--- config.mk ---
export PLATFORM = sky130hd
export DESIGN_NAME = rv_core
export DESIGN_NICKNAME = d
export VERILOG_FILES = /design/src/hdl/rv_pkg.sv /design/src/hdl/rv_decoder.sv /design/src/hdl/rv_regfile.sv /design/src/hdl/rv_forward.sv /design/src/hdl/rv_alu.sv /design/src/hdl/rv_core.sv
export SDC_FILE = /design/constraint.sdc
export NUM_CORES = 2
export LEC_CHECK = 0
export BUFFER_PORTS_ARGS = -buffer_cell sky130_fd_sc_hd__buf_4
export CAP_MARGIN = 10
export CELL_PAD_IN_SITES_DETAIL_PLACEMENT = 1
export CELL_PAD_IN_SITES_GLOBAL_PLACEMENT = 2
export CORE_UTILIZATION = 45
export DETAILED_ROUTE_END_ITERATION = 8
export GPL_ROUTABILITY_DRIVEN = 1
export GPL_TIMING_DRIVEN = 0
export HOLD_SLACK_MARGIN = 0.15
export PLACE_DENSITY_LB_ADDON = 0.1
export SLEW_MARGIN = 30
export SYNTH_ARGS = -nofsm -noshare
export SYNTH_HDL_FRONTEND = slang
export SYNTH_SLANG_ARGS = --single-unit
--- constraint.sdc ---
create_clock -name clk -period 7 [get_ports clk]
set_input_delay 1.05 -clock clk [delete_from_list [all_inputs] [get_ports clk]]
set_output_delay 1.05 -clock clk [all_outputs]
set_load 0.03 [all_outputs]
--- src/hdl/rv_pkg.sv ---
/*
  rv_pkg: shared types and constants of the RV32I integer pipeline.
  Holds the word widths, opcodes, ALU operations, the ecall halt
  convention and the records that travel between the stages.
*/
package rv_pkg;

  typedef logic [31:0] word_t;      // operand or result
  typedef logic [31:0] pc_t;        // byte address of an instruction
  typedef logic [31:0] inst_t;      // raw instruction word
  typedef logic [4:0]  reg_addr_t;  // x0..x31

  // base opcodes kept by this core
  localparam logic [6:0] opc_op     = 7'b0110011;
  localparam logic [6:0] opc_op_imm = 7'b0010011;
  localparam logic [6:0] opc_lui    = 7'b0110111;
  localparam logic [6:0] opc_system = 7'b1110011;

  // ecall halts when this register holds this value
  localparam reg_addr_t halt_reg  = 5'd17;
  localparam word_t     halt_code = 32'd10;

  typedef enum logic [3:0] {
    alu_add,
    alu_sub,
    alu_and,
    alu_or,
    alu_xor,
    alu_sll,
    alu_srl,
    alu_sra,
    alu_slt,
    alu_sltu,
    alu_pass_b  // lui
  } alu_op_e;

  // decoded instruction, ID to EX
  typedef struct packed {
    logic      valid;
    logic      reg_write;
    logic      alu_src_imm;  // second ALU input is imm
    logic      is_ecall;
    alu_op_e   alu_op;
    reg_addr_t rd;
    reg_addr_t rs1;
    reg_addr_t rs2;
    word_t     imm;
  } ctrl_t;

  // result record, EX/MEM and MEM/WB and the retire port
  typedef struct packed {
    logic      valid;  // rd is written
    reg_addr_t rd;
    word_t     data;
  } wb_t;

endpackage

--- src/hdl/rv_decoder.sv ---
`timescale 1ns/10ps

/*
  rv_decoder: ID-stage decode of R-type, I-type ALU, lui and ecall.
  Produces the control record with its sign-extended immediate.
*/
module rv_decoder (
  input  rv_pkg::inst_t inst,
  input  logic          valid,
  output rv_pkg::ctrl_t ctrl
);

  logic [6:0] opcode;
  logic [2:0] funct3;
  logic       funct7_b5;
  logic       is_ecall;
  logic       writes_rd;

  assign opcode    = inst[6:0];
  assign funct3    = inst[14:12];
  assign funct7_b5 = inst[30];
  // ebreak and csr forms differ in the upper bits
  assign is_ecall  = (opcode == rv_pkg::opc_system) && (inst[31:7] == '0);

  // funct3 to ALU op, alt selects sub and sra
  function automatic rv_pkg::alu_op_e alu_fn(input logic [2:0] f3,
                                             input logic       alt,
                                             input logic       reg_form);
    case (f3)
      3'b000:  return (alt && reg_form) ? rv_pkg::alu_sub : rv_pkg::alu_add;
      3'b001:  return rv_pkg::alu_sll;
      3'b010:  return rv_pkg::alu_slt;
      3'b011:  return rv_pkg::alu_sltu;
      3'b100:  return rv_pkg::alu_xor;
      3'b101:  return alt ? rv_pkg::alu_sra : rv_pkg::alu_srl;
      3'b110:  return rv_pkg::alu_or;
      default: return rv_pkg::alu_and;
    endcase
  endfunction

  always_comb begin
    writes_rd        = 1'b1;
    ctrl.alu_src_imm = 1'b1;
    ctrl.alu_op      = rv_pkg::alu_add;
    ctrl.imm         = {{20{inst[31]}}, inst[31:20]};  // I-type
    case (opcode)
      rv_pkg::opc_op: begin
        ctrl.alu_src_imm = 1'b0;
        ctrl.alu_op      = alu_fn(funct3, funct7_b5, 1'b1);
      end
      rv_pkg::opc_op_imm: begin
        ctrl.alu_op = alu_fn(funct3, funct7_b5, 1'b0);
      end
      rv_pkg::opc_lui: begin
        ctrl.alu_op = rv_pkg::alu_pass_b;
        ctrl.imm    = {inst[31:12], 12'b0};
      end
      default: begin
        writes_rd = 1'b0;  // ecall and unsupported retire as no-ops
      end
    endcase

    ctrl.valid     = valid;
    ctrl.is_ecall  = valid && is_ecall;
    ctrl.rd        = inst[11:7];
    ctrl.rs1       = is_ecall ? rv_pkg::halt_reg : inst[19:15];  // ecall reads x17
    ctrl.rs2       = inst[24:20];
    ctrl.reg_write = valid && writes_rd && (ctrl.rd != '0);
  end

endmodule

--- src/hdl/rv_regfile.sv ---
`timescale 1ns/10ps

/*
  rv_regfile: 32 x 32 register file, x0 reads as zero.
  A read of the register written this cycle returns the new value.
*/
module rv_regfile (
  input  logic              clk,
  input  logic              reset,
  input  rv_pkg::reg_addr_t rs1,
  input  rv_pkg::reg_addr_t rs2,
  input  rv_pkg::wb_t       wr,
  output rv_pkg::word_t     rs1_data,
  output rv_pkg::word_t     rs2_data
);

  rv_pkg::word_t regs [32];

  always_ff @(posedge clk) begin
    if (reset) begin
      for (int i = 0; i < 32; i++) begin
        regs[i] <= '0;
      end
    end else if (wr.valid) begin
      regs[wr.rd] <= wr.data;
    end
  end

  // write-before-read bypass from WB
  assign rs1_data = (rs1 == '0) ? '0 :
                    (wr.valid && wr.rd == rs1) ? wr.data : regs[rs1];
  assign rs2_data = (rs2 == '0) ? '0 :
                    (wr.valid && wr.rd == rs2) ? wr.data : regs[rs2];

  // decoder drops rd == 0 writes long before WB
  a_no_x0_write: assert property (@(posedge clk) disable iff (reset)
    wr.valid |-> wr.rd != '0);

endmodule

--- src/hdl/rv_forward.sv ---
`timescale 1ns/10ps

/*
  rv_forward: EX operand selection.
  Newest result first (EX/MEM), then MEM/WB, then the ID/EX copy.
*/
module rv_forward (
  input  rv_pkg::reg_addr_t rs1,
  input  rv_pkg::reg_addr_t rs2,
  input  rv_pkg::word_t     rs1_data,
  input  rv_pkg::word_t     rs2_data,
  input  rv_pkg::wb_t       ex_mem,
  input  rv_pkg::wb_t       mem_wb,
  output rv_pkg::word_t     op_a,
  output rv_pkg::word_t     op_b
);

  // one operand's mux, all inputs passed in
  function automatic rv_pkg::word_t pick(input rv_pkg::reg_addr_t idx,
                                         input rv_pkg::word_t     reg_val,
                                         input rv_pkg::wb_t       older,
                                         input rv_pkg::wb_t       oldest);
    if (idx == '0) begin
      return reg_val;  // x0 is never forwarded
    end else if (older.valid && older.rd == idx) begin
      return older.data;
    end else if (oldest.valid && oldest.rd == idx) begin
      return oldest.data;
    end
    return reg_val;
  endfunction

  assign op_a = pick(rs1, rs1_data, ex_mem, mem_wb);
  assign op_b = pick(rs2, rs2_data, ex_mem, mem_wb);

endmodule

--- src/hdl/rv_alu.sv ---
`timescale 1ns/10ps

/*
  rv_alu: RV32I integer ALU.
  Shift amount is b[4:0]; pass_b carries the lui immediate through.
*/
module rv_alu (
  input  rv_pkg::alu_op_e op,
  input  rv_pkg::word_t   a,
  input  rv_pkg::word_t   b,
  output rv_pkg::word_t   result
);

  logic [4:0] shamt;

  assign shamt = b[4:0];

  always_comb begin
    case (op)
      rv_pkg::alu_add:    result = a + b;
      rv_pkg::alu_sub:    result = a - b;
      rv_pkg::alu_and:    result = a & b;
      rv_pkg::alu_or:     result = a | b;
      rv_pkg::alu_xor:    result = a ^ b;
      rv_pkg::alu_sll:    result = a << shamt;
      rv_pkg::alu_srl:    result = a >> shamt;
      rv_pkg::alu_sra:    result = $signed(a) >>> shamt;
      rv_pkg::alu_slt: begin
        result = {31'b0, $signed(a) < $signed(b)};
      end
      rv_pkg::alu_sltu: begin
        result = {31'b0, a < b};
      end
      rv_pkg::alu_pass_b: result = b;
      default:            result = '0;
    endcase
  end

endmodule

--- src/hdl/rv_core.sv ---
`timescale 1ns/10ps

/*
  rv_core: five-stage in-order RV32I pipeline, IF ID EX MEM WB.
  Forwarding into EX, no stalls. An ecall that sees x17 == 10 in EX
  squashes the younger stages, freezes fetch and halts at WB.
*/
module rv_core #(
  parameter rv_pkg::pc_t reset_pc = '0
) (
  input  logic          clk,
  input  logic          reset,
  output rv_pkg::pc_t   imem_addr,
  input  rv_pkg::inst_t imem_data,
  output rv_pkg::wb_t   wb,
  output logic          is_halted
);

  rv_pkg::pc_t   pc;

  rv_pkg::inst_t if_id_inst;
  logic          if_id_valid;

  rv_pkg::ctrl_t id_ctrl;
  rv_pkg::word_t id_rs1_data;
  rv_pkg::word_t id_rs2_data;

  rv_pkg::ctrl_t id_ex_ctrl;
  rv_pkg::word_t id_ex_rs1_data;
  rv_pkg::word_t id_ex_rs2_data;

  rv_pkg::word_t op_a;
  rv_pkg::word_t op_b;
  rv_pkg::word_t alu_b;
  rv_pkg::word_t alu_result;
  logic          ex_halt;     // halting ecall in EX this cycle
  logic          fetch_stop;

  rv_pkg::wb_t   ex_mem;
  logic          ex_mem_halt; // sticky, doubles as the fetch freeze
  rv_pkg::wb_t   mem_wb;
  logic          mem_wb_halt;

  assign fetch_stop = ex_halt || ex_mem_halt;
  assign imem_addr  = pc;

  always_ff @(posedge clk) begin
    if (reset) begin
      pc <= reset_pc;
    end else if (!fetch_stop) begin
      pc <= pc + 32'd4;
    end
  end

  // IF/ID
  always_ff @(posedge clk) begin
    if (reset) begin
      if_id_valid <= 1'b0;
    end else begin
      if_id_valid <= !fetch_stop;  // squash what is fetched behind the halt
    end
  end

  always_ff @(posedge clk) begin
    if_id_inst <= imem_data;
  end

  rv_decoder i_decoder (
    .inst  (if_id_inst),
    .valid (if_id_valid),
    .ctrl  (id_ctrl)
  );

  rv_regfile i_regfile (
    .clk      (clk),
    .reset    (reset),
    .rs1      (id_ctrl.rs1),
    .rs2      (id_ctrl.rs2),
    .wr       (mem_wb),
    .rs1_data (id_rs1_data),
    .rs2_data (id_rs2_data)
  );

  // ID/EX
  always_ff @(posedge clk) begin
    if (reset) begin
      id_ex_ctrl <= '0;
    end else begin
      id_ex_ctrl       <= id_ctrl;
      id_ex_ctrl.valid <= id_ctrl.valid && !ex_halt;
    end
  end

  always_ff @(posedge clk) begin
    id_ex_rs1_data <= id_rs1_data;
    id_ex_rs2_data <= id_rs2_data;
  end

  rv_forward i_forward (
    .rs1      (id_ex_ctrl.rs1),
    .rs2      (id_ex_ctrl.rs2),
    .rs1_data (id_ex_rs1_data),
    .rs2_data (id_ex_rs2_data),
    .ex_mem   (ex_mem),
    .mem_wb   (mem_wb),
    .op_a     (op_a),
    .op_b     (op_b)
  );

  assign alu_b   = id_ex_ctrl.alu_src_imm ? id_ex_ctrl.imm : op_b;
  assign ex_halt = id_ex_ctrl.valid && id_ex_ctrl.is_ecall &&
                   (op_a == rv_pkg::halt_code);  // op_a is forwarded x17

  rv_alu i_alu (
    .op     (id_ex_ctrl.alu_op),
    .a      (op_a),
    .b      (alu_b),
    .result (alu_result)
  );

  // EX/MEM and MEM/WB, no memory stage work left
  always_ff @(posedge clk) begin
    if (reset) begin
      ex_mem      <= '0;
      ex_mem_halt <= 1'b0;
      mem_wb      <= '0;
      mem_wb_halt <= 1'b0;
    end else begin
      ex_mem.valid <= id_ex_ctrl.valid && id_ex_ctrl.reg_write;
      ex_mem.rd    <= id_ex_ctrl.rd;
      ex_mem.data  <= alu_result;
      ex_mem_halt  <= ex_mem_halt || ex_halt;
      mem_wb       <= ex_mem;
      mem_wb_halt  <= mem_wb_halt || ex_mem_halt;
    end
  end

  assign wb        = mem_wb;
  assign is_halted = mem_wb_halt;

  a_halt_sticky: assert property (@(posedge clk) disable iff (reset)
    is_halted |=> is_halted);

  a_wb_rd_nonzero: assert property (@(posedge clk) disable iff (reset)
    wb.valid |-> wb.rd != '0);

endmodule

==> results.sh <==
export IMPL_critPathRequiredTime_ps=7630
export IMPL_post_cts_buffers=0
export IMPL_synth_top_cells_by_area="edfxtp_1 42%, mux4_2 12%, and2_1 8.3%, dfxtp_1 7.1%, mux2i_1 6.4%"
export IMPL_dieArea_um2=165000
export IMPL_syn_area_um2=73500
export IMPL_fin_ws_ps=40.3
export IMPL_grt_first_pass_wirelength_um=467000
export IMPL_fin_cells=8739
export IMPL_met2_length_um=157000
export IMPL_ant_nets=0
export IMPL_grt_ovfl_total=0
export IMPL_clk_pin_slew_ps=60
export IMPL_antenna_found_initial=23
export IMPL_fin_skew_ps=77.9
export IMPL_fmax_mhz=144
export IMPL_ir_worst_vdd_mv=0.271
export IMPL_synth_top_cell_by_area="edfxtp_1"
export IMPL_max_cap_violations=0
export IMPL_crit_type="reg -> reg"
export IMPL_place_inst=8452
export IMPL_cts_max_path_buffers=3
export IMPL_pin_count=105
export IMPL_yosysTopAreaCellShare_pct=41.8
export IMPL_start_kind="flip-flop"
export IMPL_yosysMostFrequentCell="edfxtp_1"
export IMPL_wl_um=341000
export IMPL_wl_per_cell_um=39.0
export IMPL_netlist_instances=6181
export IMPL_avgSynthCellArea_um2=11.9
export IMPL_clkSinkCount=1284
export IMPL_ys_ff_latch=1284
export IMPL_ys_types=97
export IMPL_hold_buffers=0
export IMPL_rows=147
export IMPL_power_mw=21.5
export IMPL_netlist_top_cells_count="1,024 x edfxtp_1, 978 x and2_1, 505 x clkbuf_1"
export IMPL_die_w_um=406
export IMPL_clk_insertion_delay_late_ps=850
export IMPL_dr_wl_met3_um=32200
export IMPL_arrival_ps=7590
export IMPL_post_cts_resized_instances=21
export IMPL_finalInstanceArea_um2=82800
export IMPL_port_buffers=101
export IMPL_fp_coreArea_um2=161000
export IMPL_drv_slew=0
export IMPL_rsz0062_at_grt="yes"
export IMPL_slew_headroom_pct=23.5
export IMPL_cts_tree="yes"
export IMPL_p_leak_nw=30.3
export IMPL_gp_congestion=1.03
export IMPL_synthArstFlopShare_pct=0
export IMPL_drt_initial_drc_count=7814
export IMPL_ys_warn_count=0
export IMPL_place_ws_ps=-1020
export IMPL_finalHoldViolCount=0
export IMPL_synth_edf_count=1024
export IMPL_drive_gt1_share_pct=16.7
export IMPL_timing_hold_ws_ps=327
export IMPL_drtPass1Iterations=5
export IMPL_crit_path_end_kind="flip-flop"
export IMPL_start_util_pct=45.5
export IMPL_cp_max_fo=10
export IMPL_cts_root_buf="clkbuf_16"
export IMPL_numCtsBuffers=147
export IMPL_final_nets=6581
export IMPL_finalCriticalPeriod_ps=6960
export IMPL_power_density_nw_per_um2=260
export IMPL_vias=58683
export IMPL_max_slew_worst_pin_slew_ps=1150
export IMPL_setup_viol=0
export IMPL_grt_max_degree=33
export IMPL_drt_met1_wl_um=126000
export IMPL_area_delta_synth_final_pct=12.6
export IMPL_die_h_um=406
export IMPL_dr_max_layer_used="met5"
export IMPL_hp_class="in -> reg"
export IMPL_post_route_drc_count=0
export IMPL_finalCritPeriodShare_pct=99.4
export IMPL_dp_hpwl_um=272000
export IMPL_setup_tns_ps=0
export IMPL_viasPerCell=6.72
export IMPL_grt_usage_pct=41.1
export IMPL_dpl_cell_area_um2=77400
export IMPL_postLayoutCoreUtil_pct=51.3
export IMPL_ys_seq_area_share_pct=48.9
export IMPL_synthFlopType="edfxtp_1"
export IMPL_status="complete, no violations"
export IMPL_htree_levels=4
export IMPL_grt_pass1_vias=58516
-- report_power, final --
part | total [mW] | leakage (nW) | switching (mW) | internal [mW]
Clock | 7.99 | 2.42 | 3.43 | 4.56
Sequential | 8.93 | 12.7 | 0.348 | 8.58
Combinational | 4.57 | 15.2 | 3.21 | 1.36
Total | 21.5 | 30.3 | 6.99 | 14.5
-- kinds of logic (layout without fill, tap and decap cells) --
logic type | count (synthesis) | after routing | share of synthesized area, %
AND/OR/NAND/NOR | 1827 | 1827 | 13.8
flip-flops | 1284 | 1284 | 48.9
AO/OA/AOI/OAI | 1205 | 1205 | 11.2
multiplexers | 934 | 934 | 19.5
buffers and inverters | 756 | 1138 | 4.09
adder cells (fa/ha/maj) | 105 | 105 | 1.81
XOR/XNOR | 69 | 69 | 0.822
other | 1 | 17 | 0.00510
-- cell usage in the layout, fill, tap and decap left out, types with 22 or more instances in the layout --
master / n
edfxtp_1: 1024
and2_1: 978
clkbuf_1: 458
mux2i_1: 447
mux4_2: 387
o21ai_0: 354
nor2_1: 295
o221ai_1: 277
dfxtp_1: 260
nand2_1: 180
a21oi_1: 169
clkbuf_16: 153
buf_4: 113
inv_1: 110
ha_1: 103
nor3_1: 99
buf_2: 91
a211oi_1: 90
clkbuf_2: 83
nor2b_1: 61
mux2_2: 57
xnor2_1: 45
nand3_1: 42
o211ai_1: 34
or2_2: 30
o22ai_1: 27
buf_1: 26
xor2_1: 24
a221oi_1: 24
nor4_1: 22
-- worst max-delay path, stage by stage (launching register included) --
cell and delay [ps]:
dfxtp_1 430, xnor2_1 160, nand4_1 330, o22ai_1 550, nand2_2 250, buf_2 390, mux2i_4 640, inv_1 210
ha_1 330, clkbuf_1 210, a21oi_1 300, o21bai_1 110, o311ai_0 520, o211a_1 380, a211oi_2 190, a21oi_1 390
a21oi_1 210, a31o_2 320, xnor2_1 130, a211oi_1 460, a31oi_1 270
-- sequential cells by signal, indices dropped and copies added (netlist names) --
signal,flops
is_halted,1
imem_addr,30
if_id_valid,1
id_ex_rs1_data,32
i_regfile.regs,1024
wb,38
ex_mem,38
id_ex_rs2_data,32
ex_mem_halt,1
if_id_inst,32
id_ex_ctrl,55
-- metal layers --
| metal | up-vias | GRT usage (%) |
|---|---|---|
| met5 | - | 0 |
| met4 | 6 | 26.9 |
| met3 | 827 | 7.82 |
| met2 | 3635 | 65.4 |
| met1 | 30266 | 51.3 |
| li1 | 23949 | - |
-- final timing paths --
path / startpoint / endpoint / slack, ps / cells past startpoint
min: imem_data[21] / if_id_inst[21] / 330 / 1
max reg2reg: ex_mem[36] / ex_mem[30] / 40 / 20
max: ex_mem[36] / ex_mem[30] / 40 / 20
min reg2reg: id_ex_ctrl[44] / ex_mem[34] / 440 / 1
-- cell type report --
type	count	area, µm²
antenna	15	37.5
buffer	639	2710
clock buffer	204	4170
clock inverter	67	817
fill	16870	78700
inverter	115	438
multi-input combinational	4142	35000
sequential	1284	36000
tap	2160	2700
timing repair buffer	113	936
No activity file was read; power rests on OpenSTA's default activity.
